==> config.mk <==
export PLATFORM = sky130hd
export DESIGN_NAME = memcopy_regs
export DESIGN_NICKNAME = d
export VERILOG_FILES = /design/src/hdl/ext_periph_pkg.sv /design/src/hdl/memcopy_regs.sv
export SDC_FILE = /design/constraint.sdc
export NUM_CORES = 1
export LEC_CHECK = 0
export ABC_AREA = 1
export ABC_CLOCK_PERIOD_IN_PS = 1300
export BUFFER_PORTS_ARGS = -buffer_cell sky130_fd_sc_hd__buf_2
export CAP_MARGIN = 20
export CELL_PAD_IN_SITES_DETAIL_PLACEMENT = 2
export CELL_PAD_IN_SITES_GLOBAL_PLACEMENT = 2
export CORE_ASPECT_RATIO = 0.6
export CORE_MARGIN = 4
export CORE_UTILIZATION = 21
export CTS_CLUSTER_DIAMETER = 80
export CTS_CLUSTER_SIZE = 12
export DETAILED_ROUTE_END_ITERATION = 6
export GPL_ROUTABILITY_DRIVEN = 0
export GPL_TIMING_DRIVEN = 0
export PLACE_DENSITY_LB_ADDON = 0.1
export SKIP_CTS_REPAIR_TIMING = 1
export SYNTH_ARGS = -nofsm -noshare
export SYNTH_HDL_FRONTEND = slang
export SYNTH_SLANG_ARGS = --single-unit
export TNS_END_PERCENT = 30
==> constraint.sdc <==
create_clock -name clk_i -period 1.3 [get_ports clk_i]
set_input_delay 0 -clock clk_i [delete_from_list [all_inputs] [get_ports clk_i]]
set_output_delay 0 -clock clk_i [all_outputs]
set_load 0.02 [all_outputs]
==> src/hdl/ext_periph_pkg.sv <==
/*
 * External peripheral subsystem shared types
 * Register bus and memory master bundles, register map, address windows, engine states
 */
package ext_periph_pkg;

  // Register bus request and response
  typedef struct packed {
    logic        valid;
    logic        write;
    logic [31:0] addr;
    logic [31:0] wdata;
  } reg_req_t;

  typedef struct packed {
    logic        ready;
    logic        error;
    logic [31:0] rdata;
  } reg_rsp_t;

  // Memory master request and response
  typedef struct packed {
    logic        req;
    logic        we;
    logic [31:0] addr;
    logic [31:0] wdata;
  } obi_req_t;

  typedef struct packed {
    logic        gnt;
    logic        rvalid;
    logic [31:0] rdata;
  } obi_rsp_t;

  typedef enum logic [0:0] {
    PERIPH_MEMCOPY = 1'b0,
    PERIPH_MEM     = 1'b1
  } periph_idx_e;

  // Word offsets taken from addr[4:2]
  typedef enum logic [2:0] {
    REG_SRC_PTR = 3'd0,
    REG_DST_PTR = 3'd1,
    REG_SIZE    = 3'd2,
    REG_START   = 3'd3,
    REG_STATUS  = 3'd4,
    REG_INTR_EN = 3'd5
  } memcopy_reg_e;

  typedef enum logic [2:0] {
    ST_IDLE,
    ST_RD_REQ,
    ST_RD_WAIT,
    ST_WR_REQ,
    ST_WR_WAIT,
    ST_DONE
  } engine_state_e;

  localparam logic [31:0] MEMCOPY_BASE = 32'h0000_0000;
  localparam logic [31:0] MEM_BASE     = 32'h0001_0000;
  localparam logic [31:0] WINDOW_MASK  = 32'h0000_FFFF;

endpackage

==> src/hdl/memcopy_regs.sv <==
/*
 * Memcopy DMA register block
 * Configuration, start pulse, sticky done flag and level interrupt
 */
`timescale 1ns/1ps

module memcopy_regs (
  input  logic                     clk_i,
  input  logic                     reset_i,
  input  ext_periph_pkg::reg_req_t req_i,
  output ext_periph_pkg::reg_rsp_t rsp_o,
  output logic [31:0]              src_ptr_o,
  output logic [31:0]              dst_ptr_o,
  output logic [31:0]              size_o,
  output logic                     start_o,
  input  logic                     busy_i,
  input  logic                     done_i,
  output logic                     intr_o
);

  ext_periph_pkg::memcopy_reg_e offset;
  logic        reg_hit;
  logic        wr_en;
  logic [31:0] src_q;
  logic [31:0] dst_q;
  logic [31:0] size_q;
  logic        intr_en_q;
  logic        done_q;

  assign offset = ext_periph_pkg::memcopy_reg_e'(req_i.addr[4:2]);

  // Only the first six words are decoded
  assign reg_hit = (req_i.addr[31:5] == '0) && (req_i.addr[4:2] <= 3'd5);
  assign wr_en   = req_i.valid & req_i.write & reg_hit;

  assign start_o = wr_en & (offset == ext_periph_pkg::REG_START) & ~busy_i;

  always_ff @(posedge clk_i) begin
    if (reset_i) begin
      src_q     <= '0;
      dst_q     <= '0;
      size_q    <= '0;
      intr_en_q <= 1'b0;
    end else if (wr_en) begin
      case (offset)
        ext_periph_pkg::REG_SRC_PTR: src_q     <= req_i.wdata;
        ext_periph_pkg::REG_DST_PTR: dst_q     <= req_i.wdata;
        ext_periph_pkg::REG_SIZE:    size_q    <= req_i.wdata;
        ext_periph_pkg::REG_INTR_EN: intr_en_q <= req_i.wdata[0];
        default: ;
      endcase
    end
  end

  // Done pulse wins over a clear in the same cycle
  always_ff @(posedge clk_i) begin
    if (reset_i) begin
      done_q <= 1'b0;
    end else if (done_i) begin
      done_q <= 1'b1;
    end else if (start_o) begin
      done_q <= 1'b0;
    end else if (wr_en && offset == ext_periph_pkg::REG_STATUS && req_i.wdata[1]) begin
      done_q <= 1'b0;
    end
  end

  always_comb begin
    rsp_o       = '0;
    rsp_o.ready = req_i.valid;
    rsp_o.error = req_i.valid & ~reg_hit;
    if (req_i.valid && reg_hit) begin
      case (offset)
        ext_periph_pkg::REG_SRC_PTR: rsp_o.rdata = src_q;
        ext_periph_pkg::REG_DST_PTR: rsp_o.rdata = dst_q;
        ext_periph_pkg::REG_SIZE:    rsp_o.rdata = size_q;
        ext_periph_pkg::REG_STATUS:  rsp_o.rdata = {30'b0, done_q, busy_i};
        ext_periph_pkg::REG_INTR_EN: rsp_o.rdata = {31'b0, intr_en_q};
        default:                     rsp_o.rdata = '0;
      endcase
    end
  end

  assign src_ptr_o = src_q;
  assign dst_ptr_o = dst_q;
  assign size_o    = size_q;
  assign intr_o    = done_q & intr_en_q;

endmodule

* Word-level counts from Yosys, hierarchy flattened
Index checks and enable logic that the tools add are counted.
Word-level totals: flip-flop bits (word level) 98, input bits 70, logic and storage cells 35
Operators by class: $lt $le $gt $ge 1, equality and inequality tests 5, muxes and demuxes 5, bitwise logic cells 8, reductions and logical operators 11
Operators by type and width (number):
- 32-bit case mux with 5 select lines | 1
- 32-bit 2-to-1 mux | 1
- 27-bit zero test | 1
- 2-bit AND reduction | 4
- 1-bit AND | 6
- 3-bit by 2-bit equality test with 1-bit output (second input constant) | 2
- 3-bit equality test (second input constant) | 2
- 1-bit logical AND | 4
- 3-bit by 1-bit equality test with 1-bit output (second input constant) | 1
- 3-bit less-or-equal comparator (second input constant) | 1
- 3-bit zero test | 1
- 1-bit 2-to-1 mux | 3
- 3-bit nonzero test | 1
- 1-bit inverter | 2

* Longest topological paths before layout
word-level depth 8, mapped depth 10

* Worst setup path after synthesis
No wires, ideal clock.
kind input port to output port, start input port req_i[38] in the netlist's numbering, end output port rsp_o[10] in the netlist's numbering, arrival 1.239 ns, slack 0.061 ns, cell stages on the path 7, path buffers 1, cell sequence or2_1 nor2_1 nand2_2 nor2_8 nand4_2 buf_2 nor2_1
RTL lines:
- start: declaration | line memcopy_regs.sv:10 | input ext_periph_pkg::reg_req_t req_i,
- end: declaration | line memcopy_regs.sv:11 | output ext_periph_pkg::reg_rsp_t rsp_o,

==> results.json <==
{
  "cts_tree": "built",
  "mostFrequentLayoutCells": "nand2_1 (209), nor2_1 (202), buf_2 (159)",
  "final_number_of_max_transition_violations": 0,
  "synthCells": 787,
  "grt_start_max_net_pins": 15,
  "antenna_found_initial": 0,
  "final-hold-violation-count": 2,
  "failing_checks": "hold timing, setup timing",
  "final.setup.tns_ps": -930,
  "ant_nets": 0,
  "drt_first_pass_iters": 4,
  "worstSetupEndpointType": "output port",
  "leakage_nw": 4.08,
  "cts.htree.levels": 3,
  "finalHoldWorstSlack_ps": -12.7,
  "detail_route.wirelength_mm": 24.5,
  "regToRegEndpoint": "dst_ptr_o[5]",
  "detail_route.iter0.violations": 179,
  "reg2reg_setup_slack_ps": 550,
  "rsz0062_at_grt": "true",
  "placementRows": 42,
  "ys_top_cells_by_area": "dfxtp_1 (40%), nor2_1 (19%), nand2_1 (17%), inv_1 (8.4%), o22ai_1 (4.0%)",
  "min_period_ps": 1370,
  "postSynthAreaPerCell_um2": 6.16,
  "tritoncts.num_buffers": 9,
  "vias_in_the_first_global_route": 5816,
  "clock_path_buffers": 2,
  "vdd.ir_drop.worst_v": 0.000568,
  "min_period_over_period_pct": 106,
  "post_route_drc": 0,
  "pin_count": 202,
  "timing.final.ws_setup_ps": -74.2,
  "crit_path_start_kind": "primary input",
  "routed_wire_length_per_instance_um": 18.1,
  "cap_violations": 0,
  "timing.rr.start": "dst_ptr_o[5]",
  "critical_path_peak_fanout": 7,
  "flip_flop_and_latch_count_after_synthesis": 98,
  "transition_time_at_the_pin_with_the_least_slew_margin_ps": 697,
  "global_route.usage.total_pct": 17.8,
  "diodes": 0,
  "post-place-cells": 1294,
  "dieHeight_um": 126,
  "vias": 5705,
  "syn_std_cell_area_um2": 4840,
  "worst_hold_path_type": "in -> reg",
  "status": "complete, but fails checks",
  "clk_root_buffer_cell": "clkbuf_16",
  "slew-limit-headroom_pct": 53.5,
  "cts.reportedPaths.clkPinSlew_ps": 70,
  "achievable-frequency_mhz": 728,
  "critPathArrivalTime_ps": 1370,
  "worstHoldStart": "req_i[1]",
  "syn_nets": 857,
  "whs_path_depth": 3,
  "drive_gt1_share_pct": 34.0,
  "layout.cells.most_common": "nand2_1",
  "critPathMostFrequentCell": "nor2_2",
  "clock_latency_on_the_worst_skew_pair_ps": 350,
  "gr-total-overflow": 0,
  "timing.critical_path.slowest_cell_delay_ps": 180,
  "synth_seq_area_share_pct": 40.5,
  "critPathBufInv": 4,
  "initial_utilization_pct": 21.7,
  "cts_num_sinks": 98,
  "dp_hpwl_mm": 17.3,
  "synth_top_area_cell": "dfxtp_1",
  "worst_path_dominant_cell_family": "simple AND/OR/NAND/NOR gates",
  "core_um2": 22300,
  "synth_top_cell_area_share_pct": 40.5,
  "power_density_nw_per_um2": 833,
  "portBuffers": 199,
  "wire_length_of_the_first_global_routing_pass_mm": 35.5,
  "skew_ps": 0,
  "critPathRequiredTime_ps": 1300,
  "setup_violations": 30,
  "finish.utilization_pct": 34.8,
  "worstRegToRegCells": 4,
  "path_cells": "buf_2 > nor2_2 > nand2_1 > nor2_2 > nand2_2 > nor2_8 > nand4_4 > buf_12 > clkbuf_16 > nor2_4 > buf_6",
  "fp.dieW_um": 204,
  "critPathKind": "in -> out",
  "detail_route.vias_per_cell": 4.22,
  "crit_path_top_delay_cell": "clkbuf_16",
  "post_layout_nonfiller_instances": 1352,
  "flow.area_growth_from_synthesis_pct": 60.5,
  "yosysWarningCount": 0,
  "worst_hold_path.endpoint": "src_ptr_o[1]",
  "dieArea_um2": 25600,
  "fin_nets": 1111,
  "post_synth_num_cell_types": 22
}
state kept, by name (all words and copies together), names as in the netlist:
register / cells
done_q: 1
dst_ptr_o: 32
intr_en_q: 1
size_o: 32
src_ptr_o: 32
cells in the mapped netlist:
| cell | number |
|---|---|
| nand3_1 | 5 |
| o22ai_1 | 31 |
| o21ai_0 | 2 |
| nor4_1 | 1 |
| nand2_2 | 1 |
| dfxtp_1 | 98 |
| nor2_8 | 1 |
| a211oi_1 | 1 |
| a221oi_1 | 1 |
| a21oi_1 | 31 |
| buf_6 | 9 |
| nor2_1 | 246 |
| nand2_1 | 213 |
| nand4_1 | 1 |
| inv_2 | 1 |
| buf_4 | 1 |
| clkbuf_1 | 19 |
| or2_1 | 1 |
| inv_1 | 108 |
| buf_2 | 12 |
| nand3_4 | 3 |
| nand4_2 | 1 |
tightest hold or removal path, delay by kind of cell:
kind	cells	cell delay [ps]
buf+inv	1	150
simple gates	2	160
through the flow:
stage | setup WS, ps | power [W] | area (µm²)
finish | -74.2 | 0.00647 | 7770
global route | -139 | 0.00671 | 7770
floorplan | 60.8 | 0.00319 | 4840
detailed placement | -541 | 0.00343 | 6230
CTS | -546 | 0.00643 | 6530
global placement | -546 | 0.00343 | 6230
cells by family after synthesis:
| logic type | count (synthesis) | synth area share, % |
|---|---|---|
| buffers and inverters | 150 | 13.4 |
| and+or+nand+nor | 473 | 38.4 |
| AOI/OAI and AO/OA | 66 | 7.75 |
| DFF | 98 | 40.5 |
final cells by class:
type	count	area (µm²)
Fill cell	2698	14600
Buffer	41	354
Multi-Input combinational cell	539	2640
Inverter	109	409
Tap cell	308	385
Timing Repair Buffer	243	1690
Sequential cell	98	1980
Clock inverter	3	65.1
Clock buffer	11	243
metal layers:
metal | vias up | routed length [µm] | GRT usage [%]
li1 | 2854 | - | -
met2 | 124 | 10800 | 26.3
met3 | 13 | 1260 | 4.14
met4 | 0 | 186 | 2.95
met1 | 2714 | 12200 | 26.8
met5 | - | 0 | 0
power by group:
part	switching, W	internal [W]
registers	0.00000156	0.00300
logic	0.000291	0.000216
clock network	0.00124	0.00172
how the worst max path moves through the flow:
stage | to | from | cells after the start
floorplan | rsp_o[10] | req_i[38] | 7
global placement | rsp_o[18] | req_i[36] | 8
detailed placement | rsp_o[18] | req_i[36] | 8
CTS | rsp_o[18] | req_i[36] | 8
global route | rsp_o[24] | req_i[53] | 11
finish | rsp_o[24] | req_i[53] | 11
Power figures use the tool's default switching activity.
