===== config.mk =====
export PLATFORM = sky130hd
export DESIGN_NAME = memcopy_engine
export DESIGN_NICKNAME = d
export VERILOG_FILES = /design/src/hdl/ext_periph_pkg.sv /design/src/hdl/memcopy_engine.sv
export SDC_FILE = /design/constraint.sdc
export NUM_CORES = 1
export LEC_CHECK = 0
export ABC_AREA = 1
export ABC_CLOCK_PERIOD_IN_PS = 2400
export BUFFER_PORTS_ARGS = -buffer_cell sky130_fd_sc_hd__clkbuf_2
export CORE_ASPECT_RATIO = 0.9
export CORE_MARGIN = 2
export CORE_UTILIZATION = 45
export CTS_CLUSTER_DIAMETER = 150
export DETAILED_ROUTE_END_ITERATION = 8
export PLACE_DENSITY = 0.8
export SETUP_SLACK_MARGIN = 0.15
export SYNTH_ARGS = -nofsm -noshare
export SYNTH_HDL_FRONTEND = slang
export SYNTH_SLANG_ARGS = --single-unit

===== constraint.sdc =====
create_clock -name clk_i -period 2.4 [get_ports clk_i]
set_clock_uncertainty 0.2 [all_clocks]
set_input_delay 0.36 -clock clk_i [delete_from_list [all_inputs] [get_ports clk_i]]
set_output_delay 0.36 -clock clk_i [all_outputs]
set_load 0.005 [all_outputs]

===== src/hdl/ext_periph_pkg.sv =====
/*
 * External peripheral subsystem shared types
 * Register bus and memory master bundles, register map, address windows, engine states
 */
package ext_periph_pkg;

  // Register bus request and response
  typedef struct packed {
    logic        valid;
    logic        write;
    logic [31:0] addr;
    logic [31:0] wdata;
  } reg_req_t;

  typedef struct packed {
    logic        ready;
    logic        error;
    logic [31:0] rdata;
  } reg_rsp_t;

  // Memory master request and response
  typedef struct packed {
    logic        req;
    logic        we;
    logic [31:0] addr;
    logic [31:0] wdata;
  } obi_req_t;

  typedef struct packed {
    logic        gnt;
    logic        rvalid;
    logic [31:0] rdata;
  } obi_rsp_t;

  typedef enum logic [0:0] {
    PERIPH_MEMCOPY = 1'b0,
    PERIPH_MEM     = 1'b1
  } periph_idx_e;

  // Word offsets taken from addr[4:2]
  typedef enum logic [2:0] {
    REG_SRC_PTR = 3'd0,
    REG_DST_PTR = 3'd1,
    REG_SIZE    = 3'd2,
    REG_START   = 3'd3,
    REG_STATUS  = 3'd4,
    REG_INTR_EN = 3'd5
  } memcopy_reg_e;

  typedef enum logic [2:0] {
    ST_IDLE,
    ST_RD_REQ,
    ST_RD_WAIT,
    ST_WR_REQ,
    ST_WR_WAIT,
    ST_DONE
  } engine_state_e;

  localparam logic [31:0] MEMCOPY_BASE = 32'h0000_0000;
  localparam logic [31:0] MEM_BASE     = 32'h0001_0000;
  localparam logic [31:0] WINDOW_MASK  = 32'h0000_FFFF;

endpackage


===== src/hdl/memcopy_engine.sv =====
/*
 * Memcopy copy engine
 * Word by word read then write over the memory master port
 */
`timescale 1ns/1ps

module memcopy_engine (
  input  logic                     clk_i,
  input  logic                     reset_i,
  input  logic [31:0]              src_ptr_i,
  input  logic [31:0]              dst_ptr_i,
  input  logic [31:0]              size_i,
  input  logic                     start_i,
  output logic                     busy_o,
  output logic                     done_o,
  output ext_periph_pkg::obi_req_t obi_req_o,
  input  ext_periph_pkg::obi_rsp_t obi_rsp_i
);

  ext_periph_pkg::engine_state_e state_q;
  ext_periph_pkg::engine_state_e state_d;

  logic [31:0] cnt_q;
  logic [31:0] src_q;
  logic [31:0] dst_q;
  logic [31:0] data_q;

  always_comb begin
    state_d = state_q;
    case (state_q)
      ext_periph_pkg::ST_IDLE: begin
        if (start_i) begin
          state_d = (size_i == '0) ? ext_periph_pkg::ST_DONE : ext_periph_pkg::ST_RD_REQ;
        end
      end
      ext_periph_pkg::ST_RD_REQ: begin
        if (obi_rsp_i.gnt) state_d = ext_periph_pkg::ST_RD_WAIT;
      end
      ext_periph_pkg::ST_RD_WAIT: begin
        if (obi_rsp_i.rvalid) state_d = ext_periph_pkg::ST_WR_REQ;
      end
      ext_periph_pkg::ST_WR_REQ: begin
        if (obi_rsp_i.gnt) state_d = ext_periph_pkg::ST_WR_WAIT;
      end
      ext_periph_pkg::ST_WR_WAIT: begin
        if (obi_rsp_i.rvalid) begin
          // Last word written
          state_d = (cnt_q == 32'd1) ? ext_periph_pkg::ST_DONE : ext_periph_pkg::ST_RD_REQ;
        end
      end
      ext_periph_pkg::ST_DONE: state_d = ext_periph_pkg::ST_IDLE;
      default: state_d = ext_periph_pkg::ST_IDLE;
    endcase
  end

  always_ff @(posedge clk_i) begin
    if (reset_i) begin
      state_q <= ext_periph_pkg::ST_IDLE;
      cnt_q   <= '0;
    end else begin
      state_q <= state_d;
      if (state_q == ext_periph_pkg::ST_IDLE && start_i) begin
        cnt_q <= size_i;
      end else if (state_q == ext_periph_pkg::ST_WR_WAIT && obi_rsp_i.rvalid) begin
        cnt_q <= cnt_q - 32'd1;
      end
    end
  end

  // Pointers step one word per completed write
  always_ff @(posedge clk_i) begin
    if (state_q == ext_periph_pkg::ST_IDLE && start_i) begin
      src_q <= src_ptr_i;
      dst_q <= dst_ptr_i;
    end else if (state_q == ext_periph_pkg::ST_WR_WAIT && obi_rsp_i.rvalid) begin
      src_q <= src_q + 32'd4;
      dst_q <= dst_q + 32'd4;
    end
    if (state_q == ext_periph_pkg::ST_RD_WAIT && obi_rsp_i.rvalid) begin
      data_q <= obi_rsp_i.rdata;
    end
  end

  always_comb begin
    obi_req_o       = '0;
    obi_req_o.req   = (state_q == ext_periph_pkg::ST_RD_REQ) ||
                      (state_q == ext_periph_pkg::ST_WR_REQ);
    obi_req_o.we    = (state_q == ext_periph_pkg::ST_WR_REQ);
    obi_req_o.addr  = obi_req_o.we ? dst_q : src_q;
    obi_req_o.wdata = data_q;
  end

  assign busy_o = (state_q != ext_periph_pkg::ST_IDLE);
  assign done_o = (state_q == ext_periph_pkg::ST_DONE);

endmodule


* Yosys cells after proc, flatten, opt, wreduce, memory -nomap -nowiden
Index checks and enable logic that the tools add are counted.
Operators by class: $add $sub $neg 3, equal/unequal tests 11, multiplexer cells 15, reductions and logical operators 9
Operators with widths (count):
- two-way mux 32 bit | 7
- adder 32 x 3 -> 32 bit, second input constant | 2
- == test 32 x 1 -> 1 bit, second input constant | 1
- zero test 32 bit | 1
- subtractor 32 x 1 -> 32 bit, second input constant | 1
- two-way mux 3 bit | 7
- one-hot mux 3 bit (5 select lines) | 1
- != test 2 bit, second input constant | 4
- == test 3 x 2 -> 1 bit, second input constant | 2
- == test 3 bit, second input constant | 2
- AND reduction 5 bit | 1
- == test 3 x 1 -> 1 bit, second input constant | 1
- logical AND 1 bit | 3
- zero test 3 bit | 1
- nonzero test 3 bit | 1
- != test 2 x 1 -> 1 bit, second input constant | 1
- nonzero test 2 bit | 1
- logical OR 1 bit | 1
Storage, ports and cells: register bits 131, output and inout port bits 68

* Depth between registers and ports, before layout
Gate-level depths: netlist of the first run.
word-level depth 4, gate-level depth with buffers 11, depth with buffers taken out 11

* Worst setup path before layout of the first run
Ideal clock, no wire load.
kind reg2reg, start point register state_q[2], end point register data_q[0] (enable), arrival time 1896 ps, path slack -117 ps, cell stages (with the launch flop) 4, period minus slack after synthesis 2517 ps, cells stage by stage dfxtp_1 -> inv_2 -> nand3_1 -> nor2_1
On the way: cells in the longest elaborated chain, start to end 2
Ends and longest elaborated chain:
- from (decl) | RTL line memcopy_engine.sv:20 | ext_periph_pkg::engine_state_e state_q;
- from (signal assigned) | RTL line memcopy_engine.sv:58 | state_q <= ext_periph_pkg::ST_IDLE;
- from (signal assigned) | RTL line memcopy_engine.sv:61 | state_q <= state_d;
- == test 3 x 2 -> 1 bit | RTL line memcopy_engine.sv:79 | if (state_q == ext_periph_pkg::ST_RD_WAIT && obi_rsp_i.rvalid) begin
- logical AND 1 bit | RTL line memcopy_engine.sv:79
- to (signal assigned) | RTL line memcopy_engine.sv:80 | data_q <= obi_rsp_i.rdata;
- to (decl) | RTL line memcopy_engine.sv:26 | logic [31:0] data_q;
No other way between the ends. A chain may end at the register's enable or synchronous reset.

==> results.sh, run 1 <==
export IMPL_status="finished, final reports clean"
export IMPL_ant_nets=0
export IMPL_drc=0
export IMPL_power_density_nw_per_um2=1250
export IMPL_async_flop_share_pct=0
export IMPL_synth_cell_types=39
export IMPL_relSlewSlack_pct=70.0
export IMPL_cts_tree="built"
export IMPL_holdPathStages=3
export IMPL_die_x_microns=148
export IMPL_vias=8904
export IMPL_mostFrequentLayoutCell="nand2_1"
export IMPL_via_per_inst=5.34
export IMPL_fin_crit_sh_pct=93.9
export IMPL_die_y_microns=133
export IMPL_wl_met3_mm=2.89
export IMPL_drt_pass1_iterations=6
export IMPL_final_cell_area_sq_um=11100
export IMPL_worstSetupPathType="reg2out"
export IMPL_synth_edff_count=96
export IMPL_cts_buffers=17
export IMPL_dieArea_sq_um=19700
export IMPL_numPlacedInstances=1585
export IMPL_antenna_found_initial=0
export IMPL_hpwlAfterDp_mm=19.6
export IMPL_drive_above_1_share_pct=26.4
export IMPL_grt_pass1_vias=8338
export IMPL_start_util_pct=45.7
export IMPL_wirelength_mm=27.3
export IMPL_num_fill_cells=1620
export IMPL_avgSynthCellArea_sq_um=7.22
export IMPL_ff2ff_path_depth=7
export IMPL_cp_arrival_ns=1.69
export IMPL_ios=201
export IMPL_cp_start_kind="flip-flop"
export IMPL_hold_viol_final=0
export IMPL_tns_ns=0
export IMPL_met1_length_mm=11.1
export IMPL_placed_cell_area_sq_um=9630
export IMPL_core_sq_um=18300
export IMPL_synth_fp_nets=1295
export IMPL_wl_per_cell_microns=16.3
export IMPL_hold_path_class="in2reg"
export IMPL_path_clk_slew_ns=0.07
export IMPL_final_cells=1668
export IMPL_drv_cap=0
export IMPL_setup_viol=0
export IMPL_tightest_slew_ns=0.450
export IMPL_grt_usage_pct=27.4
export IMPL_path_max_fanout=8
export IMPL_setup_ws_ns=0.147
export IMPL_rsz0062_at_grt="true"
export IMPL_preCtsSetupSlack_ns=0.293
export IMPL_cp_data_required_time_ns=1.84
export IMPL_clockRootBuffer="clkbuf_16"
export IMPL_synth_seq_area_share_pct=42.9
export IMPL_final_util_pct=60.5
export IMPL_syn_inst=1158
export IMPL_antenna_cells=0
export IMPL_ys_ff_latch=131
export IMPL_area_growth_pct=32.4
export IMPL_fmax_mhz=444
export IMPL_cts_path_max_buffers=2
export IMPL_cellLeakagePower_nw=4.96
export IMPL_place_gp_congestion=0.977
export IMPL_row_count=47
export IMPL_fin_nets=1547
export IMPL_min_period_ns=2.25
export IMPL_wl_met2_mm=12.6
export IMPL_final_cell_mix="341 x nand2_1, 191 x clkbuf_2, 160 x nor2_1"
export IMPL_syn_area_sq_um=8360
export IMPL_place_port_buffers=200
export IMPL_drt_iter0_drc=778
export IMPL_grt_max_degree=89
export IMPL_grt_pass1_wl_mm=42.5
export IMPL_synth_ff_type="edfxtp_1"
export IMPL_clkLatencyLatePin_ns=0.43
export IMPL_cts_sinks=131
export IMPL_top_layer="met4"
export IMPL_drv_slew=0
export IMPL_h_tree_depth=4
export IMPL_yosysWarningCount=0
export IMPL_worst_ir_drop_vdd_uv=669
export IMPL_gr_total_overflow=0
export IMPL_cp_end_kind="output port"
final timing paths:
check | startpoint | to | slack, ns
setup reg to reg | dst_q[3] | dst_q[18] | 0.38
setup / recovery | state_q[0] | obi_req_o[45] | 0.15
hold reg to reg | cnt_q[0] | cnt_q[0] | 0.32
hold / removal | src_ptr_i[21] | src_q[21] | 0.005
through the flow:
step	hold slack, ns	power (W)
global placement	0.285	0.0104
global route	0.0182	0.0148
detailed placement	0.308	0.0105
CTS	0.0000190	0.0136
floorplan	0.229	0.00841
finish	0.00453	0.0139
layout make-up:
| cell class | count | area, sq um | share of cell area [%] |
|---|---|---|---|
| Multi-Input combinational cell | 854 | 4290 | 38.8 |
| Sequential cell | 131 | 3590 | 32.4 |
| Timing Repair Buffer | 264 | 1760 | 15.9 |
| Inverter | 142 | 539 | 4.87 |
| Clock inverter | 15 | 160 | 1.45 |
| Tap cell | 245 | 307 | 2.77 |
| Clock buffer | 17 | 425 | 3.84 |
state kept, by name, summed over array words and instances, names as in the netlist:
| signal | count |
|---|---|
| data_q | 32 |
| src_q | 32 |
| state_q | 3 |
| cnt_q | 32 |
| dst_q | 32 |
per-layer routing:
| metal | vias up | track usage (%) |
|---|---|---|
| met1 | 4061 | 36.3 |
| met4 | 0 | 7.37 |
| met5 | - | 0 |
| met2 | 510 | 45.0 |
| li1 | 4273 | - |
| met3 | 60 | 6.99 |
worst max-delay path: stages, from the launching register on:
cell and delay [ns]:
dfxtp_2 0.32, inv_2 0.04, nor2_4 0.09, inv_2 0.06
nor2_4 0.15, buf_6 0.12, buf_6 0.11, clkbuf_16 0.17
o21ai_2 0.06, buf_2 0.13
report_power, final:
part / total, W / internal [W] / switching (W)
Sequential: 0.00454 / 0.00359 / 0.000952
Combinational: 0.00669 / 0.00237 / 0.00432
Clock: 0.00265 / 0.00148 / 0.00117
Total: 0.0139 / 0.00744 / 0.00645
synth_stat cells (6+ instances only):
cell type | n | share of area [%]
o22ai_2 | 8 | 1.2
a31oi_1 | 28 | 2.1
xor2_1 | 18 | 1.9
clkbuf_1 | 9 | 0.40
nand4_1 | 19 | 1.4
nor2_4 | 6 | 0.81
buf_6 | 7 | 0.94
a21oi_1 | 30 | 1.8
inv_2 | 15 | 0.67
xnor2_1 | 8 | 0.84
nor2_1 | 162 | 7.3
o21ai_1 | 18 | 1.1
nand3b_1 | 10 | 0.90
dfxtp_1 | 35 | 8.4
edfxtp_1 | 96 | 34
nand3_1 | 45 | 2.7
buf_2 | 11 | 0.66
nor2_2 | 14 | 1.0
nor3_1 | 24 | 1.4
nand2_1 | 365 | 16
inv_1 | 124 | 5.6
nand2_2 | 8 | 0.60
o21ai_0 | 69 | 4.1
logic make-up after synthesis:
| family | share of synthesized area [%] |
|---|---|
| simple gates | 34.3 |
| buf+inv | 8.78 |
| compound gates | 10.7 |
| flops | 42.9 |
| xor+xnor | 2.72 |
| fa+ha+maj | 0.599 |
repair_timing:
| item | 4_1_cts | 5_1_grt |
|---|---|---|
| hold buffers | 39 | 0 |
| pin swaps | 2 | 5 |
| buffers inserted | 7 | 1 |
| endpoints found under the setup margin | 32 | 34 |
| endpoints found under the hold margin | 39 | 0 |
| gates cloned | 3 | 1 |
| resized for setup | 75 | 46 |
Power figures use the tool's default switching activity.
==> run 2: changes to the inputs <==
--- a/config.mk
+++ b/config.mk
@@ -10,10 +10,10 @@
 export BUFFER_PORTS_ARGS = -buffer_cell sky130_fd_sc_hd__clkbuf_2
 export CORE_ASPECT_RATIO = 0.9
 export CORE_MARGIN = 2
-export CORE_UTILIZATION = 45
+export CORE_UTILIZATION = 49
 export CTS_CLUSTER_DIAMETER = 150
 export DETAILED_ROUTE_END_ITERATION = 8
-export PLACE_DENSITY = 0.8
+export PLACE_DENSITY = 0.85
 export SETUP_SLACK_MARGIN = 0.15
 export SYNTH_ARGS = -nofsm -noshare
 export SYNTH_HDL_FRONTEND = slang
==> run 2 against run 1 <==
- worst setup slack lost 0.040 ns
- die area down 7.9%
- combinational power fell by 4.2%
- wire length decreased by 2.1%
- hold slack got worse by 0.0037 ns
- fmax down 1.8%
- global-route usage up 1.9 points
- clock power about the same
- final area decreased by 2.4%
- clock-buffer cell count unchanged
- largest cell class unchanged
- highest routed layer unchanged
==> results.sh, run 2 (synthesized netlist as in run 1, its figures left out) <==
export IMPL_antenna_cells=0
export IMPL_drc=0
export IMPL_tns_ns=0
export IMPL_wl_per_cell_microns=16.4
export IMPL_cts_sinks=131
export IMPL_cts_buffers=17
export IMPL_row_count=45
export IMPL_area_growth_pct=29.3
export IMPL_relSlewSlack_pct=68.9
export IMPL_gr_total_overflow=0
export IMPL_wirelength_mm=26.7
export IMPL_final_cell_mix="350 x nand2_1, 184 x clkbuf_2, 161 x nor2_1"
export IMPL_drv_cap=0
export IMPL_clkLatencyLatePin_ns=0.43
export IMPL_antenna_found_initial=0
export IMPL_cellLeakagePower_nw=4.85
export IMPL_path_clk_slew_ns=0.07
export IMPL_dieArea_sq_um=18100
export IMPL_cts_path_max_buffers=2
export IMPL_num_fill_cells=1483
export IMPL_die_y_microns=128
export IMPL_worst_ir_drop_vdd_uv=593
export IMPL_power_density_nw_per_um2=1260
export IMPL_grt_pass1_vias=8265
export IMPL_hpwlAfterDp_mm=19.5
export IMPL_cp_arrival_ns=1.73
export IMPL_final_util_pct=64.4
export IMPL_start_util_pct=49.8
export IMPL_fin_nets=1541
export IMPL_mostFrequentLayoutCell="nand2_1"
export IMPL_drt_iter0_drc=836
export IMPL_place_gp_congestion=0.994
export IMPL_cts_tree="built"
export IMPL_hold_viol_final=0
export IMPL_fmax_mhz=436
export IMPL_ant_nets=0
export IMPL_worstSetupPathType="reg2out"
export IMPL_reg2reg_slack_ns=0.34
export IMPL_min_period_ns=2.29
export IMPL_grt_usage_pct=29.4
export IMPL_grt_max_degree=89
export IMPL_rsz0062_at_grt="true"
export IMPL_status="finished, final reports clean"
export IMPL_setup_viol=0
export IMPL_grt_pass1_wl_mm=41.2
export IMPL_cp_data_required_time_ns=1.84
export IMPL_cp_start_kind="flip-flop"
export IMPL_cp_end_kind="output port"
export IMPL_clockRootBuffer="clkbuf_16"
export IMPL_fin_crit_sh_pct=95.5
export IMPL_via_per_inst=5.42
export IMPL_core_sq_um=16800
export IMPL_drv_slew=0
export IMPL_path_max_fanout=12
export IMPL_die_x_microns=142
export IMPL_ios=201
export IMPL_drive_above_1_share_pct=25.3
export IMPL_tightest_slew_ns=0.467
export IMPL_place_port_buffers=200
export IMPL_drt_pass1_iterations=6
export IMPL_hold_path_class="in2reg"
export IMPL_h_tree_depth=4
export IMPL_vias=8826
==> run 2: changes by cell type in the layout (fill, tap and decap cells not counted), sizes merged <==
cell         change
clkbuf           -7
dlygate4sd3      -4
buf              +5
clkinv           +3
inv              -3
==> run 2: worst paths after layout <==
| path | from | to | cells past startpoint |
|---|---|---|---|
| worst max-delay path | state_q[0] | obi_req_o[52] | 10 |
| worst min-delay path | size_i[0] | cnt_q[0] | 3 |
| worst max register to register | state_q[2] | src_q[9] | 7 |
| worst min register to register | cnt_q[0] | cnt_q[0] | 2 |
==> run 2: report_power, final <==
part / switching (W) / total [W] / internal, W
Sequential: 0.00100 / 0.00459 / 0.00359
Clock: 0.00117 / 0.00265 / 0.00148
Combinational: 0.00415 / 0.00641 / 0.00226
==> run 2: repair_timing <==
| item | in CTS | in global routing |
|---|---|---|
| hold buffers | 35 | 0 |
| gates cloned | 1 | 1 |
| endpoints found under the setup margin | 32 | 32 |
| buffers inserted | 8 | 4 |
| endpoints found under the hold margin | 35 | 0 |
| gates resized for setup | 43 | 46 |
| pin swaps | 2 | 2 |
==> run 2: final cells by class <==
cell class	instances	area, sq um	share of cell area, %
Multi-Input combinational cell	854	4170	38.6
Clock inverter	15	169	1.56
Tap cell	211	264	2.44
Timing Repair Buffer	258	1650	15.3
Inverter	142	541	5.00
Clock buffer	17	425	3.94
Sequential cell	131	3590	33.2
==> run 2: worst max-delay path: stages, from the launching register on <==
cell and delay [ns]:
dfxtp_2 0.32, inv_2 0.05, nor2_4 0.09, inv_2 0.06, nor2_4 0.12, clkinvlp_4 0.12
buf_12 0.15, buf_12 0.14, nand2_2 0.06, o21ai_2 0.06, buf_2 0.12
==> run 2: metal layers <==
metal | up-vias | track usage, % | share of wire (%)
li1 | 4267 | - | -
met1 | 3983 | 38.0 | 40
met2 | 514 | 48.7 | 46
met3 | 62 | 7.92 | 11
met4 | 0 | 8.47 | 2.6
met5 | - | 0 | 0
==> run 2: stage by stage <==
step,hold WS [ns],instances,instance area (sq um),worst slack [ns],total power [W]
after floorplan,0.229,1158,8360,0.403,0.00841
after global placement,0.288,1547,9560,0.409,0.0103
after detailed placement,0.289,1547,9560,0.358,0.0105
after CTS,0.000405,1623,10700,0.0751,0.0134
after global routing,0.0138,1628,10800,0.0259,0.0145
final,0.000874,1628,10800,0.107,0.0137
