File: config.mk
export PLATFORM = sky130hd
export DESIGN_NAME = ext_periph_decode
export DESIGN_NICKNAME = d
export VERILOG_FILES = /design/src/hdl/ext_periph_pkg.sv /design/src/hdl/ext_periph_decode.sv
export SDC_FILE = /design/constraint.sdc
export NUM_CORES = 1
export LEC_CHECK = 0
export ABC_AREA = 1
export BUFFER_PORTS_ARGS = -buffer_cell sky130_fd_sc_hd__buf_2
export CORE_AREA = 2 2 117 119
export DETAILED_ROUTE_END_ITERATION = 12
export DIE_AREA = 0 0 119 121
export PLACE_DENSITY = 0.55
export SYNTH_ARGS = -nofsm -noshare
export SYNTH_HDL_FRONTEND = slang
export SYNTH_SLANG_ARGS = --single-unit
File: constraint.sdc
create_clock -name clk_i -period 3.8 [get_ports clk_i]
set_input_delay 0.57 -clock clk_i [delete_from_list [all_inputs] [get_ports clk_i]]
set_output_delay 0.57 -clock clk_i [all_outputs]
set_load 0.01 [all_outputs]
File: src/hdl/ext_periph_pkg.sv
/*
 * External peripheral subsystem shared types
 * Register bus and memory master bundles, register map, address windows, engine states
 */
package ext_periph_pkg;

  // Register bus request and response
  typedef struct packed {
    logic        valid;
    logic        write;
    logic [31:0] addr;
    logic [31:0] wdata;
  } reg_req_t;

  typedef struct packed {
    logic        ready;
    logic        error;
    logic [31:0] rdata;
  } reg_rsp_t;

  // Memory master request and response
  typedef struct packed {
    logic        req;
    logic        we;
    logic [31:0] addr;
    logic [31:0] wdata;
  } obi_req_t;

  typedef struct packed {
    logic        gnt;
    logic        rvalid;
    logic [31:0] rdata;
  } obi_rsp_t;

  typedef enum logic [0:0] {
    PERIPH_MEMCOPY = 1'b0,
    PERIPH_MEM     = 1'b1
  } periph_idx_e;

  // Word offsets taken from addr[4:2]
  typedef enum logic [2:0] {
    REG_SRC_PTR = 3'd0,
    REG_DST_PTR = 3'd1,
    REG_SIZE    = 3'd2,
    REG_START   = 3'd3,
    REG_STATUS  = 3'd4,
    REG_INTR_EN = 3'd5
  } memcopy_reg_e;

  typedef enum logic [2:0] {
    ST_IDLE,
    ST_RD_REQ,
    ST_RD_WAIT,
    ST_WR_REQ,
    ST_WR_WAIT,
    ST_DONE
  } engine_state_e;

  localparam logic [31:0] MEMCOPY_BASE = 32'h0000_0000;
  localparam logic [31:0] MEM_BASE     = 32'h0001_0000;
  localparam logic [31:0] WINDOW_MASK  = 32'h0000_FFFF;

endpackage

File: src/hdl/ext_periph_decode.sv
/*
 * Register bus decoder and demux
 * Steers one slave port to the DMA registers or the memory window and errors elsewhere
 */
`timescale 1ns/1ps

module ext_periph_decode (
  input  logic                     clk_i,
  input  logic                     reset_i,
  input  ext_periph_pkg::reg_req_t req_i,
  output ext_periph_pkg::reg_rsp_t rsp_o,
  output ext_periph_pkg::reg_req_t regs_req_o,
  output ext_periph_pkg::reg_req_t mem_req_o,
  input  ext_periph_pkg::reg_rsp_t regs_rsp_i,
  input  ext_periph_pkg::reg_rsp_t mem_rsp_i
);

  logic [31:0]                 base;
  logic                        hit;
  logic                        sel_hit;
  logic                        pend_q;
  ext_periph_pkg::periph_idx_e dec_idx;
  ext_periph_pkg::periph_idx_e sel_idx;
  ext_periph_pkg::periph_idx_e idx_q;
  ext_periph_pkg::reg_req_t    fwd_req;

  assign base = req_i.addr & ~ext_periph_pkg::WINDOW_MASK;

  always_comb begin
    hit     = 1'b1;
    dec_idx = ext_periph_pkg::PERIPH_MEMCOPY;
    if (base == ext_periph_pkg::MEM_BASE) begin
      dec_idx = ext_periph_pkg::PERIPH_MEM;
    end else if (base != ext_periph_pkg::MEMCOPY_BASE) begin
      hit = 1'b0;
    end
  end

  // Hold the target while a transfer waits for ready
  assign sel_idx = pend_q ? idx_q : dec_idx;
  assign sel_hit = pend_q | hit;

  always_ff @(posedge clk_i) begin
    if (reset_i) begin
      pend_q <= 1'b0;
      idx_q  <= ext_periph_pkg::PERIPH_MEMCOPY;
    end else if (pend_q) begin
      if (rsp_o.ready) pend_q <= 1'b0;
    end else if (req_i.valid && hit && !rsp_o.ready) begin
      pend_q <= 1'b1;
      idx_q  <= dec_idx;
    end
  end

  // Targets see the offset inside their window
  always_comb begin
    fwd_req      = req_i;
    fwd_req.addr = req_i.addr & ext_periph_pkg::WINDOW_MASK;

    regs_req_o       = fwd_req;
    regs_req_o.valid = req_i.valid & sel_hit & (sel_idx == ext_periph_pkg::PERIPH_MEMCOPY);
    mem_req_o        = fwd_req;
    mem_req_o.valid  = req_i.valid & sel_hit & (sel_idx == ext_periph_pkg::PERIPH_MEM);
  end

  always_comb begin
    rsp_o = '0;
    if (!sel_hit) begin
      // Unmapped address answers at once
      rsp_o.ready = req_i.valid;
      rsp_o.error = req_i.valid;
    end else if (sel_idx == ext_periph_pkg::PERIPH_MEM) begin
      rsp_o = mem_rsp_i;
    end else begin
      rsp_o = regs_rsp_i;
    end
  end

endmodule

# Word level (Yosys, flattened, before mapping)
# Index checks and enable logic that the tools add are counted.
[totals]
wordCells = 24
ff_bits = 2
[classes]
eq_ne = 1
n_bitwise = 6
reduce_logical = 5
muxes = 10
[op_table]
columns = ["op", "n"]
rows = [
  ["two-way mux 34 bit", 1],
  ["two-way mux 32 bit", 1],
  ["nonzero test 32 bit", 1],
  ["== test 16 x 1 -> 1 bit, second input constant", 1],
  ["two-way mux 1 bit", 7],
  ["bitwise AND 1 bit", 3],
  ["logical AND 1 bit", 2],
  ["two-way mux 2 bit", 1],
  ["inverter 1 bit", 2],
  ["AND reduction 2 bit", 1],
  ["logical NOT 1 bit", 1],
  ["bitwise OR 1 bit", 1],
]

# Logic depth before layout (Yosys ltp)
# Gate-level depths: netlist of the first run.
[depth]
depth_word = 9
depth_mapped = 11
ltp_nobuf = 11

# Worst setup path before layout of the first run
# OpenSTA, ideal clock, no wires.
[synth_timing]
path_kind = "in2out"
startpoint = "input req_i[63] in the netlist's numbering"
endpoint = "output rsp_o[32] in the netlist's numbering"
cell_stages = 10
required_ps = 3230
path_buffers = 1
setup_slack_ps = 1720
arrival_time_ps = 1510
cell_sequence = "nor2_1 -> nand2_1 -> nor2_2 -> nand2_2 -> nand2_2 -> nand2_4 -> inv_8 -> buf_12 -> nor2_2 -> o22ai_2"
[synth_lines]
columns = ["element", "line", "source"]
rows = [
  ["start: declaration", "ext_periph_decode.sv:10", "input ext_periph_pkg::reg_req_t req_i,"],
  ["end: declaration", "ext_periph_decode.sv:11", "output ext_periph_pkg::reg_rsp_t rsp_o,"],
]

==> results_tabular.tex, run 1 <==
\begin{tabular}{lr}
\hline
Metric & Value \\
\hline
\multicolumn{2}{l}{\textbf{Critical path}} \\
\quad Worst stage delay on the critical path & between 0.3 and 0.4 ns \\
\quad Arrival time reported for the critical path endpoint & roughly 2.1 ns \\
\quad Data required, critical path & $\sim$3.2 ns \\
\quad Setup slack, reg-to-reg & between 2 and 2.5 ns \\
\quad Standard cell with the maximum stage delay on the critical path & sky130\_fd\_sc\_hd\_\_inv\_8 \\
\quad Worst reg2reg startpoint & pend\_q \\
\quad Critical Path End Type & output pin \\
\quad Critical Path Source & req\_i[63] \\
\quad Dominant delay contributor by cell family on the critical path & simple AND/OR/NAND/NOR gates \\
\quad Crit Path Max Fanout & 35 \\
\quad Cells traversed along the worst timing path & buf\_2, nor2\_1, nand2\_1, nor2\_2, nand2\_2, nand2\_2, nand2\_4, inv\_8, o21ai\_0, nor2\_1, buf\_2 \\
\quad Crit. path cell count & 11 \\
\quad Worst reg-to-reg path cell count & 5 \\
\quad Buffering stage count on the worst path with inverters included & 3 \\
\quad CP Launch Type & input pin \\
\quad Worst Setup EP & rsp\_o[2] \\
\quad Category of the most critical setup path & in2out \\
\quad Endpoint of the lowest-slack register-to-register path & idx\_q \\
\multicolumn{2}{l}{\textbf{Synth}} \\
\quad Top\_reg\_cell synth & sky130\_fd\_sc\_hd\_\_dfxtp\_1 \\
\quad Synth warnings & 0 \\
\quad Register bit count reported by yosys & 2 \\
\quad EDFF count, synth & 0 \\
\quad Mean instance size in the synthesized netlist & a little under 7 um\^{}2 \\
\quad Yosys cell types & 25 \\
\quad Number of cells produced by synthesis & roughly 290 \\
\quad Syn Std Cell Area & between 1500 and 2000 um\^{}2 \\
\quad Share of async-settable or async-resettable flops after synthesis & 0\% \\
\quad Share of synthesized area occupied by flip-flops and latches & between 2 and 2.5\% \\
\multicolumn{2}{l}{\textbf{STA}} \\
\quad Count of endpoints failing setup in the final report & 0 \\
\quad Final worst-path cycle share & between 70\% and 80\% \\
\quad Max Clock Freq & around 370 MHz \\
\quad Worst-case headroom to the max-slew limit & about three fifths \\
\quad Tmin final & 2.70 ns \\
\quad Worst-Margin Slew & roughly 0.6 ns \\
\quad Setup repair after global routing missed its margin & no \\
\quad Max-slew violation count & 0 \\
\quad Fin Setup TNS & 0 ns \\
\quad Worst clock skew & roughly 0.00035 ns \\
\quad Final hold violation count & 0 \\
\quad Final Worst Setup Slack & about 1.1 ns \\
\multicolumn{2}{l}{\textbf{Route}} \\
\quad DRC marker count from the first detailed-route iteration & 22 \\
\quad Via density & around 3.2 \\
\quad Vias & 1,525 \\
\quad Number of nets with antenna violations after routing & 0 \\
\quad Routed wire length & between 4000 and 5000 um \\
\quad Number of iterations in the first detailed-routing pass & 4 \\
\quad DRC & 0 \\
\quad Average routed wire per standard cell & a little over 10 um \\
\multicolumn{2}{l}{\textbf{Global routing}} \\
\quad Vias in the first global route & $\sim$1,500 \\
\quad First-pass GRT wire length & just over 7000 um \\
\quad Overall track demand over capacity in global routing & approximately 6.2\% \\
\quad Aggregate global routing overflow & 0 \\
\quad Antenna violations before repair & 0 \\
\quad Maximum number of pins on one net before global-route repair & 38 \\
\multicolumn{2}{l}{\textbf{Finish}} \\
\quad Ant. Diodes & 0 \\
\quad Number of nets in the layout & 440 \\
\quad Fraction of layout cells with a size suffix above 1 & approximately 66\% \\
\quad Final standard cell utilization of the core & between 10\% and 20\% \\
\quad Post-layout instance count excluding filler cells & between 400 and 500 \\
\quad Layout overhead on the synthesized area & -3.41\% \\
\multicolumn{2}{l}{\textbf{Place}} \\
\quad Number of buffers added on ports & 122 \\
\quad Number of cells after detailed placement & roughly 480 \\
\quad DP Worst Slack & between 1 and 1.5 ns \\
\quad Half-perimeter wire length after detailed placement & 4080 um \\
\quad RePlAce Congestion & 0.729 \\
\multicolumn{2}{l}{\textbf{Clocking}} \\
\quad Clk sinks & 2 \\
\quad Number of buffers added by the clock tree synthesis step & 3 \\
\quad Clock-pin slew reported for the worst setup and hold paths after clock tree synthesis & roughly 0.030 ns \\
\quad Cts repair resizes & 0 \\
\quad Clk buf depth & 2 \\
\quad H-tree depth & 1 \\
\quad CTS hold repair buffers & 0 \\
\quad Root buffer cell & sky130\_fd\_sc\_hd\_\_clkbuf\_16 \\
\quad Clock tree from TritonCTS & built \\
\quad Clk\_lat worst skew & between 0.2 and 0.25 ns \\
\quad Post-CTS Setup Repair Bufs & 0 \\
\multicolumn{2}{l}{\textbf{Flow run}} \\
\quad Total of max-cap violations & 0 \\
\multicolumn{2}{l}{\textbf{Floorplan}} \\
\quad Placeable core region & around 13,000 um\^{}2 \\
\quad Initial core utilization & 15.1\% \\
\quad Chip height & roughly 120 um \\
\quad I/O pin total & a little over 300 \\
\quad Number of placement rows & between 40 and 50 \\
\quad Die width & approximately 120 um \\
\quad Die Footprint & roughly 14,000 um\^{}2 \\
\multicolumn{2}{l}{\textbf{Pwr}} \\
\quad Power density over the cells & around 130 nW/um\^{}2 \\
\quad Total power after layout & about 0.25 mW \\
\quad Worst IR drop on VDD & just over 0.00008 V \\
\quad LEAKAGE & just over 1 nW \\
\multicolumn{2}{l}{\textbf{Hold path}} \\
\quad Type of the worst min-delay path & reg2reg \\
\multicolumn{2}{l}{\textbf{Outcome}} \\
\quad Status & completed \\
\hline
\end{tabular}
## how the worst min path moves through the flow
stage,slack [ns],cells after the start,endpoint,from
2_1_floorplan,0.47,2,idx_q,idx_q
3_3_place_gp,0.51,2,idx_q,idx_q
3_5_place_dp,0.52,2,idx_q,idx_q
4_1_cts,0.52,2,idx_q,idx_q
5_1_grt,0.56,2,idx_q,idx_q
6_report,0.52,2,idx_q,idx_q
## final cells by class
class	instances	area [um^2]
Fill cell	1547	11200
Clock buffer	3	75.1
Timing Repair Buffer	122	611
Sequential cell	2	40.0
Inverter	8	37.5
Multi-Input combinational cell	167	931
Tap cell	176	220
## power by group
group	switching, mW	internal, mW	leakage, nW	total (mW)
clock network	0.0219	0.134	0.0370	0.156
logic	0.0376	0.0350	0.965	0.0725
registers	0.000000574	0.0212	0.0161	0.0212
total	0.0595	0.190	1.02	0.249
## layout by cell type, fill, tap and decap left out, drive strengths merged
| cell type | netlist | routed |
|---|---|---|
| nand3 | 5 | 5 |
| inv | 8 | 8 |
| nor2 | 78 | 78 |
| o21ai | 34 | 34 |
| nor3 | 2 | 2 |
| or2 | 1 | 1 |
| o22ai | 1 | 1 |
| nand4 | 1 | 1 |
| conb | 1 | 32 |
| nand2 | 11 | 11 |
| clkbuf | 0 | 3 |
| buf | 139 | 122 |
| o211ai | 1 | 1 |
| a21oi | 1 | 1 |
| dfxtp | 2 | 2 |
## cells by family (layout without fill, tap and decap cells)
| family | after synthesis | in the layout | synth area share, % |
|---|---|---|---|
| compound gates | 37 | 37 | 15.2 |
| buf+inv | 147 | 133 | 56.9 |
| simple gates | 98 | 98 | 25.8 |
| flops | 2 | 2 | 2.02 |
| other cells | 1 | 32 | 0.189 |
## worst register-to-register path: cells and delay by family (launching register included)
kind | cells | cell delay (ns)
buffers and inverters | 1 | 0.09
DFF | 1 | 0.37
AOI/OAI and AO/OA | 1 | 0.14
and+or+nand+nor | 3 | 0.66
## synthesized netlist by cell type (2+ instances only)
cell,number,area [um^2]
sky130_fd_sc_hd__buf_12,3,60.1
sky130_fd_sc_hd__buf_4,132,991
sky130_fd_sc_hd__buf_6,3,33.8
sky130_fd_sc_hd__dfxtp_1,2,40.0
sky130_fd_sc_hd__inv_1,6,22.5
sky130_fd_sc_hd__nand2_1,6,22.5
sky130_fd_sc_hd__nand2_2,3,18.8
sky130_fd_sc_hd__nand2_4,2,22.5
sky130_fd_sc_hd__nand3_1,4,20.0
sky130_fd_sc_hd__nor2_1,43,161
sky130_fd_sc_hd__nor2_2,35,219
sky130_fd_sc_hd__nor3_1,2,10.0
sky130_fd_sc_hd__o21ai_0,5,25.0
sky130_fd_sc_hd__o21ai_2,28,245
## through the flow
step	instance area, um^2	hold WS (ns)
floorplan	2100	0.466
global placement	1840	0.509
detailed placement	1840	0.518
CTS	1910	0.522
global route	1910	0.555
finish	1910	0.518
## per-layer routing
layer,up-vias,global-route usage (%),part of all wire [%]
met3,36,1.97,8.7
li1,761,-,-
met5,-,0,0
met1,645,6.91,35
met4,0,3.65,5.0
met2,83,10.2,51
## registers in the layout, indices dropped and copies added, names as in the netlist
name / flops
pend_q: 1
idx_q: 1
(Power assumes the default switching activity.)
==> run 2, diff against run 1 <==
--- a/config.mk
+++ b/config.mk
@@ -7,10 +7,10 @@
 export LEC_CHECK = 0
 export ABC_AREA = 1
 export BUFFER_PORTS_ARGS = -buffer_cell sky130_fd_sc_hd__buf_2
-export CORE_AREA = 2 2 117 119
+export CORE_AREA = 2 2 119 121
 export DETAILED_ROUTE_END_ITERATION = 12
-export DIE_AREA = 0 0 119 121
-export PLACE_DENSITY = 0.55
+export DIE_AREA = 0 0 121 123
+export PLACE_DENSITY = 0.56
 export SYNTH_ARGS = -nofsm -noshare
 export SYNTH_HDL_FRONTEND = slang
 export SYNTH_SLANG_ARGS = --single-unit
==> constraint.sdc (replaced) <==
create_clock -name clk_i -period 2.2 [get_ports clk_i]
set_input_delay 0.33 -clock clk_i [delete_from_list [all_inputs] [get_ports clk_i]]
set_output_delay 0.33 -clock clk_i [all_outputs]
set_load 0.01 [all_outputs]
==> run 2 against run 1 <==
Effect of this change:
- clock power rose by 73%
- setup slack worse by 0.92 ns
- non-clock buffer count increased by 5
- via count increased by 5.6%
- critical path depth decreased by 4
- combinational power increased by 70%
- die area grew 3.4%
- sequential share of layout area decreased by 0.10 points
- worst hold slack worse by 0.15 ns
- core utilization is 0.16 points higher
- clock skew is 0.0021 ns higher
- highest routed layer unchanged
==> results_tabular.tex, run 2 (synthesis gave the netlist of run 1 again) <==
\begin{tabular}{lr}
\hline
Metric & Value \\
\hline
\multicolumn{2}{l}{\textbf{Outcome}} \\
\quad Status & completed \\
\multicolumn{2}{l}{\textbf{Clocking}} \\
\quad H-tree depth & 1 (unchanged) \\
\quad Clk buf depth & 2 (unchanged) \\
\quad Number of buffers added by the clock tree synthesis step & 3 (unchanged) \\
\quad Clock-pin slew reported for the worst setup and hold paths after clock tree synthesis & 0.03 ns (about the same) \\
\quad Clock tree from TritonCTS & built \\
\quad Clk sinks & 2 (unchanged) \\
\quad Clk\_lat worst skew & 0.22 ns (about the same) \\
\quad Root buffer cell & sky130\_fd\_sc\_hd\_\_clkbuf\_16 \\
\multicolumn{2}{l}{\textbf{Floorplan}} \\
\quad Chip height & 123 um (+1.7\%) \\
\quad I/O pin total & 302 (unchanged) \\
\quad Number of placement rows & 43 (+2.4\%) \\
\quad Initial core utilization & 14.6\% (-0.59 points) \\
\quad Placeable core region & 13,600 um\^{}2 (+4.0\%) \\
\quad Die width & 121 um (+1.7\%) \\
\quad Die Footprint & 14,900 um\^{}2 (+3.4\%) \\
\multicolumn{2}{l}{\textbf{Finish}} \\
\quad Leading registers by flop count & idx\_q (1), pend\_q (1) \\
\quad Area occupied by multi-input gates & 931 um\^{}2 (unchanged) \\
\quad Most frequent cells in the layout & 122 x sky130\_fd\_sc\_hd\_\_buf\_2, 43 x sky130\_fd\_sc\_hd\_\_nor2\_1, 35 x sky130\_fd\_sc\_hd\_\_nor2\_2 \\
\quad Layout overhead on the synthesized area & 1.58\% \\
\quad Sequential Area & 40.0 um\^{}2 (unchanged) \\
\quad Final standard cell utilization of the core & 14.8\% (+0.16 points) \\
\quad Leading cell type in the layout, fill and taps excluded & sky130\_fd\_sc\_hd\_\_buf\_2 \\
\quad Number of nets in the layout & 445 (+1.1\%) \\
\quad Number of fillers in the final layout & 1,569 (+1.4\%) \\
\quad Final cell area excluding filler cells & 2010 um\^{}2 (+5.2\%) \\
\quad Fraction of layout cells with a size suffix above 1 & 66.1\% (+0.56 points) \\
\quad Ant. Diodes & 0 (unchanged) \\
\multicolumn{2}{l}{\textbf{Pwr}} \\
\quad Fraction of power consumed by combinational cells & 28.6\% (-0.5 points) \\
\quad Fraction of power consumed by the clock network & 62.9\% (+0.5 points) \\
\quad Internal portion of total power & 0.328 mW (+73\%) \\
\quad Net switching share of the total power & 23.8\% (-0.10 points) \\
\quad Flop pwr share & 8.5\% (about the same) \\
\quad Total power after layout & 0.430 mW (+73\%) \\
\quad Switching power summed over all nets & 0.102 mW (+72\%) \\
\quad LEAKAGE & 1.06 nW (+3.9\%) \\
\quad Worst IR drop on VDD & 0.000241 V (+190\%) \\
\quad Power density over the cells & 214 nW/um\^{}2 (+64\%) \\
\multicolumn{2}{l}{\textbf{Critical path}} \\
\quad Crit Path Max Fanout & 34 (-2.9\%) \\
\quad Data required, critical path & 1.87 ns (-1.36 ns) \\
\quad Worst reg-to-reg path cell count & 6 (+1) \\
\quad Endpoint of the lowest-slack register-to-register path & idx\_q \\
\quad CP Launch Type & flop \\
\quad Setup slack, reg-to-reg & 0.93 ns (-1.50 ns) \\
\quad Worst reg2reg startpoint & pend\_q \\
\quad Arrival time reported for the critical path endpoint & 1.69 ns (-0.44 ns) \\
\quad Critical Path End Type & output pin \\
\quad Category of the most critical setup path & reg2out \\
\multicolumn{2}{l}{\textbf{Place}} \\
\quad Half-perimeter wire length after detailed placement & 4340 um (+6.5\%) \\
\quad Placed Area & 1910 um\^{}2 (+3.9\%) \\
\quad RePlAce Congestion & 0.737 (+1.1\%) \\
\quad Number of buffers added on ports & 122 (unchanged) \\
\multicolumn{2}{l}{\textbf{Hold path}} \\
\quad Cells on Worst Hold Path & 4 (+2) \\
\quad Type of the worst min-delay path & in2reg \\
\quad Worst Hold End & idx\_q \\
\quad Worst hold path startpoint & reset\_i \\
\multicolumn{2}{l}{\textbf{Global routing}} \\
\quad Overall track demand over capacity in global routing & 6.35\% (+0.20 points) \\
\quad Aggregate global routing overflow & 0 (unchanged) \\
\quad First-pass GRT wire length & 7250 um (+2.7\%) \\
\quad Maximum number of pins on one net before global-route repair & 35 (-7.9\%) \\
\quad Vias in the first global route & 1,438 (-0.90\%) \\
\quad Antenna violations before repair & 0 (unchanged) \\
\multicolumn{2}{l}{\textbf{STA}} \\
\quad Tmin final & 2.02 ns \\
\quad Final worst-path cycle share & 91.8\% \\
\quad Max-slew violation count & 0 (unchanged) \\
\quad Setup repair after global routing missed its margin & no \\
\quad Max Clock Freq & approximately 500 MHz \\
\quad Final hold violation count & 0 (unchanged) \\
\quad Count of endpoints failing setup in the final report & 0 (unchanged) \\
\quad Worst clock skew & 0.00244 ns (+0.00209 ns) \\
\quad Fin Setup TNS & 0 ns (unchanged) \\
\multicolumn{2}{l}{\textbf{Route}} \\
\quad Average routed wire per standard cell & 10.6 um (+3.7\%) \\
\quad Routed wire length & 5160 um (+5.6\%) \\
\quad Vias & 1,611 (+5.6\%) \\
\quad Via density & 3.31 (+3.7\%) \\
\quad Number of nets with antenna violations after routing & 0 (unchanged) \\
\quad DRC & 0 (unchanged) \\
\quad Number of iterations in the first detailed-routing pass & 4 (unchanged) \\
\quad DRC marker count from the first detailed-route iteration & 33 (+50\%) \\
\multicolumn{2}{l}{\textbf{Flow run}} \\
\quad Total of max-cap violations & 0 (unchanged) \\
\hline
\end{tabular}
run 2: critical path, cell delays in order, from the launching register on:
cell and delay (ns):
sky130_fd_sc_hd__dfxtp_1 0.38, sky130_fd_sc_hd__inv_2 0.09, sky130_fd_sc_hd__or2_1 0.26, sky130_fd_sc_hd__nand2_4 0.19
sky130_fd_sc_hd__clkinv_16 0.17, sky130_fd_sc_hd__o21ai_0 0.19, sky130_fd_sc_hd__nor2_1 0.06, sky130_fd_sc_hd__buf_2 0.13
run 2: power by group through the flow:
stage               Combinational, mW  Clock, mW  Sequential (mW)
finish                          0.123      0.270           0.0366
global route                    0.139      0.279           0.0366
CTS                             0.123      0.276           0.0366
detailed placement              0.123          0           0.0370
global placement                0.122          0           0.0370
floorplan                       0.263          0           0.0370
run 2: how the worst max path moves through the flow:
stage,from,slack (ns),cells after the start,endpoint
floorplan,req_i[63],0.60,10,rsp_o[32]
global placement,req_i[63],0.14,11,rsp_o[0]
detailed placement,req_i[61],0.07,11,rsp_o[2]
CTS,req_i[61],0.06,11,rsp_o[2]
global route,req_i[61],0.002,10,mem_req_o[65]
finish,pend_q,0.18,7,rsp_o[2]
run 2: area by class of cell:
cell class                 instances  area share [%]
multi-input combinational        167            46.2
timing repair buffer             127            34.1
tap                              180            11.2
clock buffer                       3            3.73
inverter                           8            2.80
sequential                         2            1.99
run 2: stage by stage:
| step | hold WS, ns | setup WS, ns | instances |
|---|---|---|---|
| 2_1_floorplan | 0.466 | 0.600 | 316 |
| 3_3_place_gp | 0.515 | 0.142 | 483 |
| 3_5_place_dp | 0.506 | 0.0689 | 483 |
| 4_1_cts | 0.372 | 0.0567 | 486 |
| 5_1_grt | 0.419 | 0.00227 | 487 |
| 6_report | 0.368 | 0.181 | 487 |
run 2: metal layers:
metal | vias to the layer above | wire (um) | track usage [%]
li1 | 769 | - | -
met1 | 656 | 1500 | 5.37
met2 | 125 | 2490 | 11.1
met3 | 61 | 721 | 2.95
met4 | 0 | 451 | 5.89
met5 | - | 0 | 0
run 2: timing repair:
item,CTS,global route
hold buffers,0,0
resized for setup,0,3
endpoints found under the setup margin,0,29
endpoints found under the hold margin,0,0
setup buffers,0,1
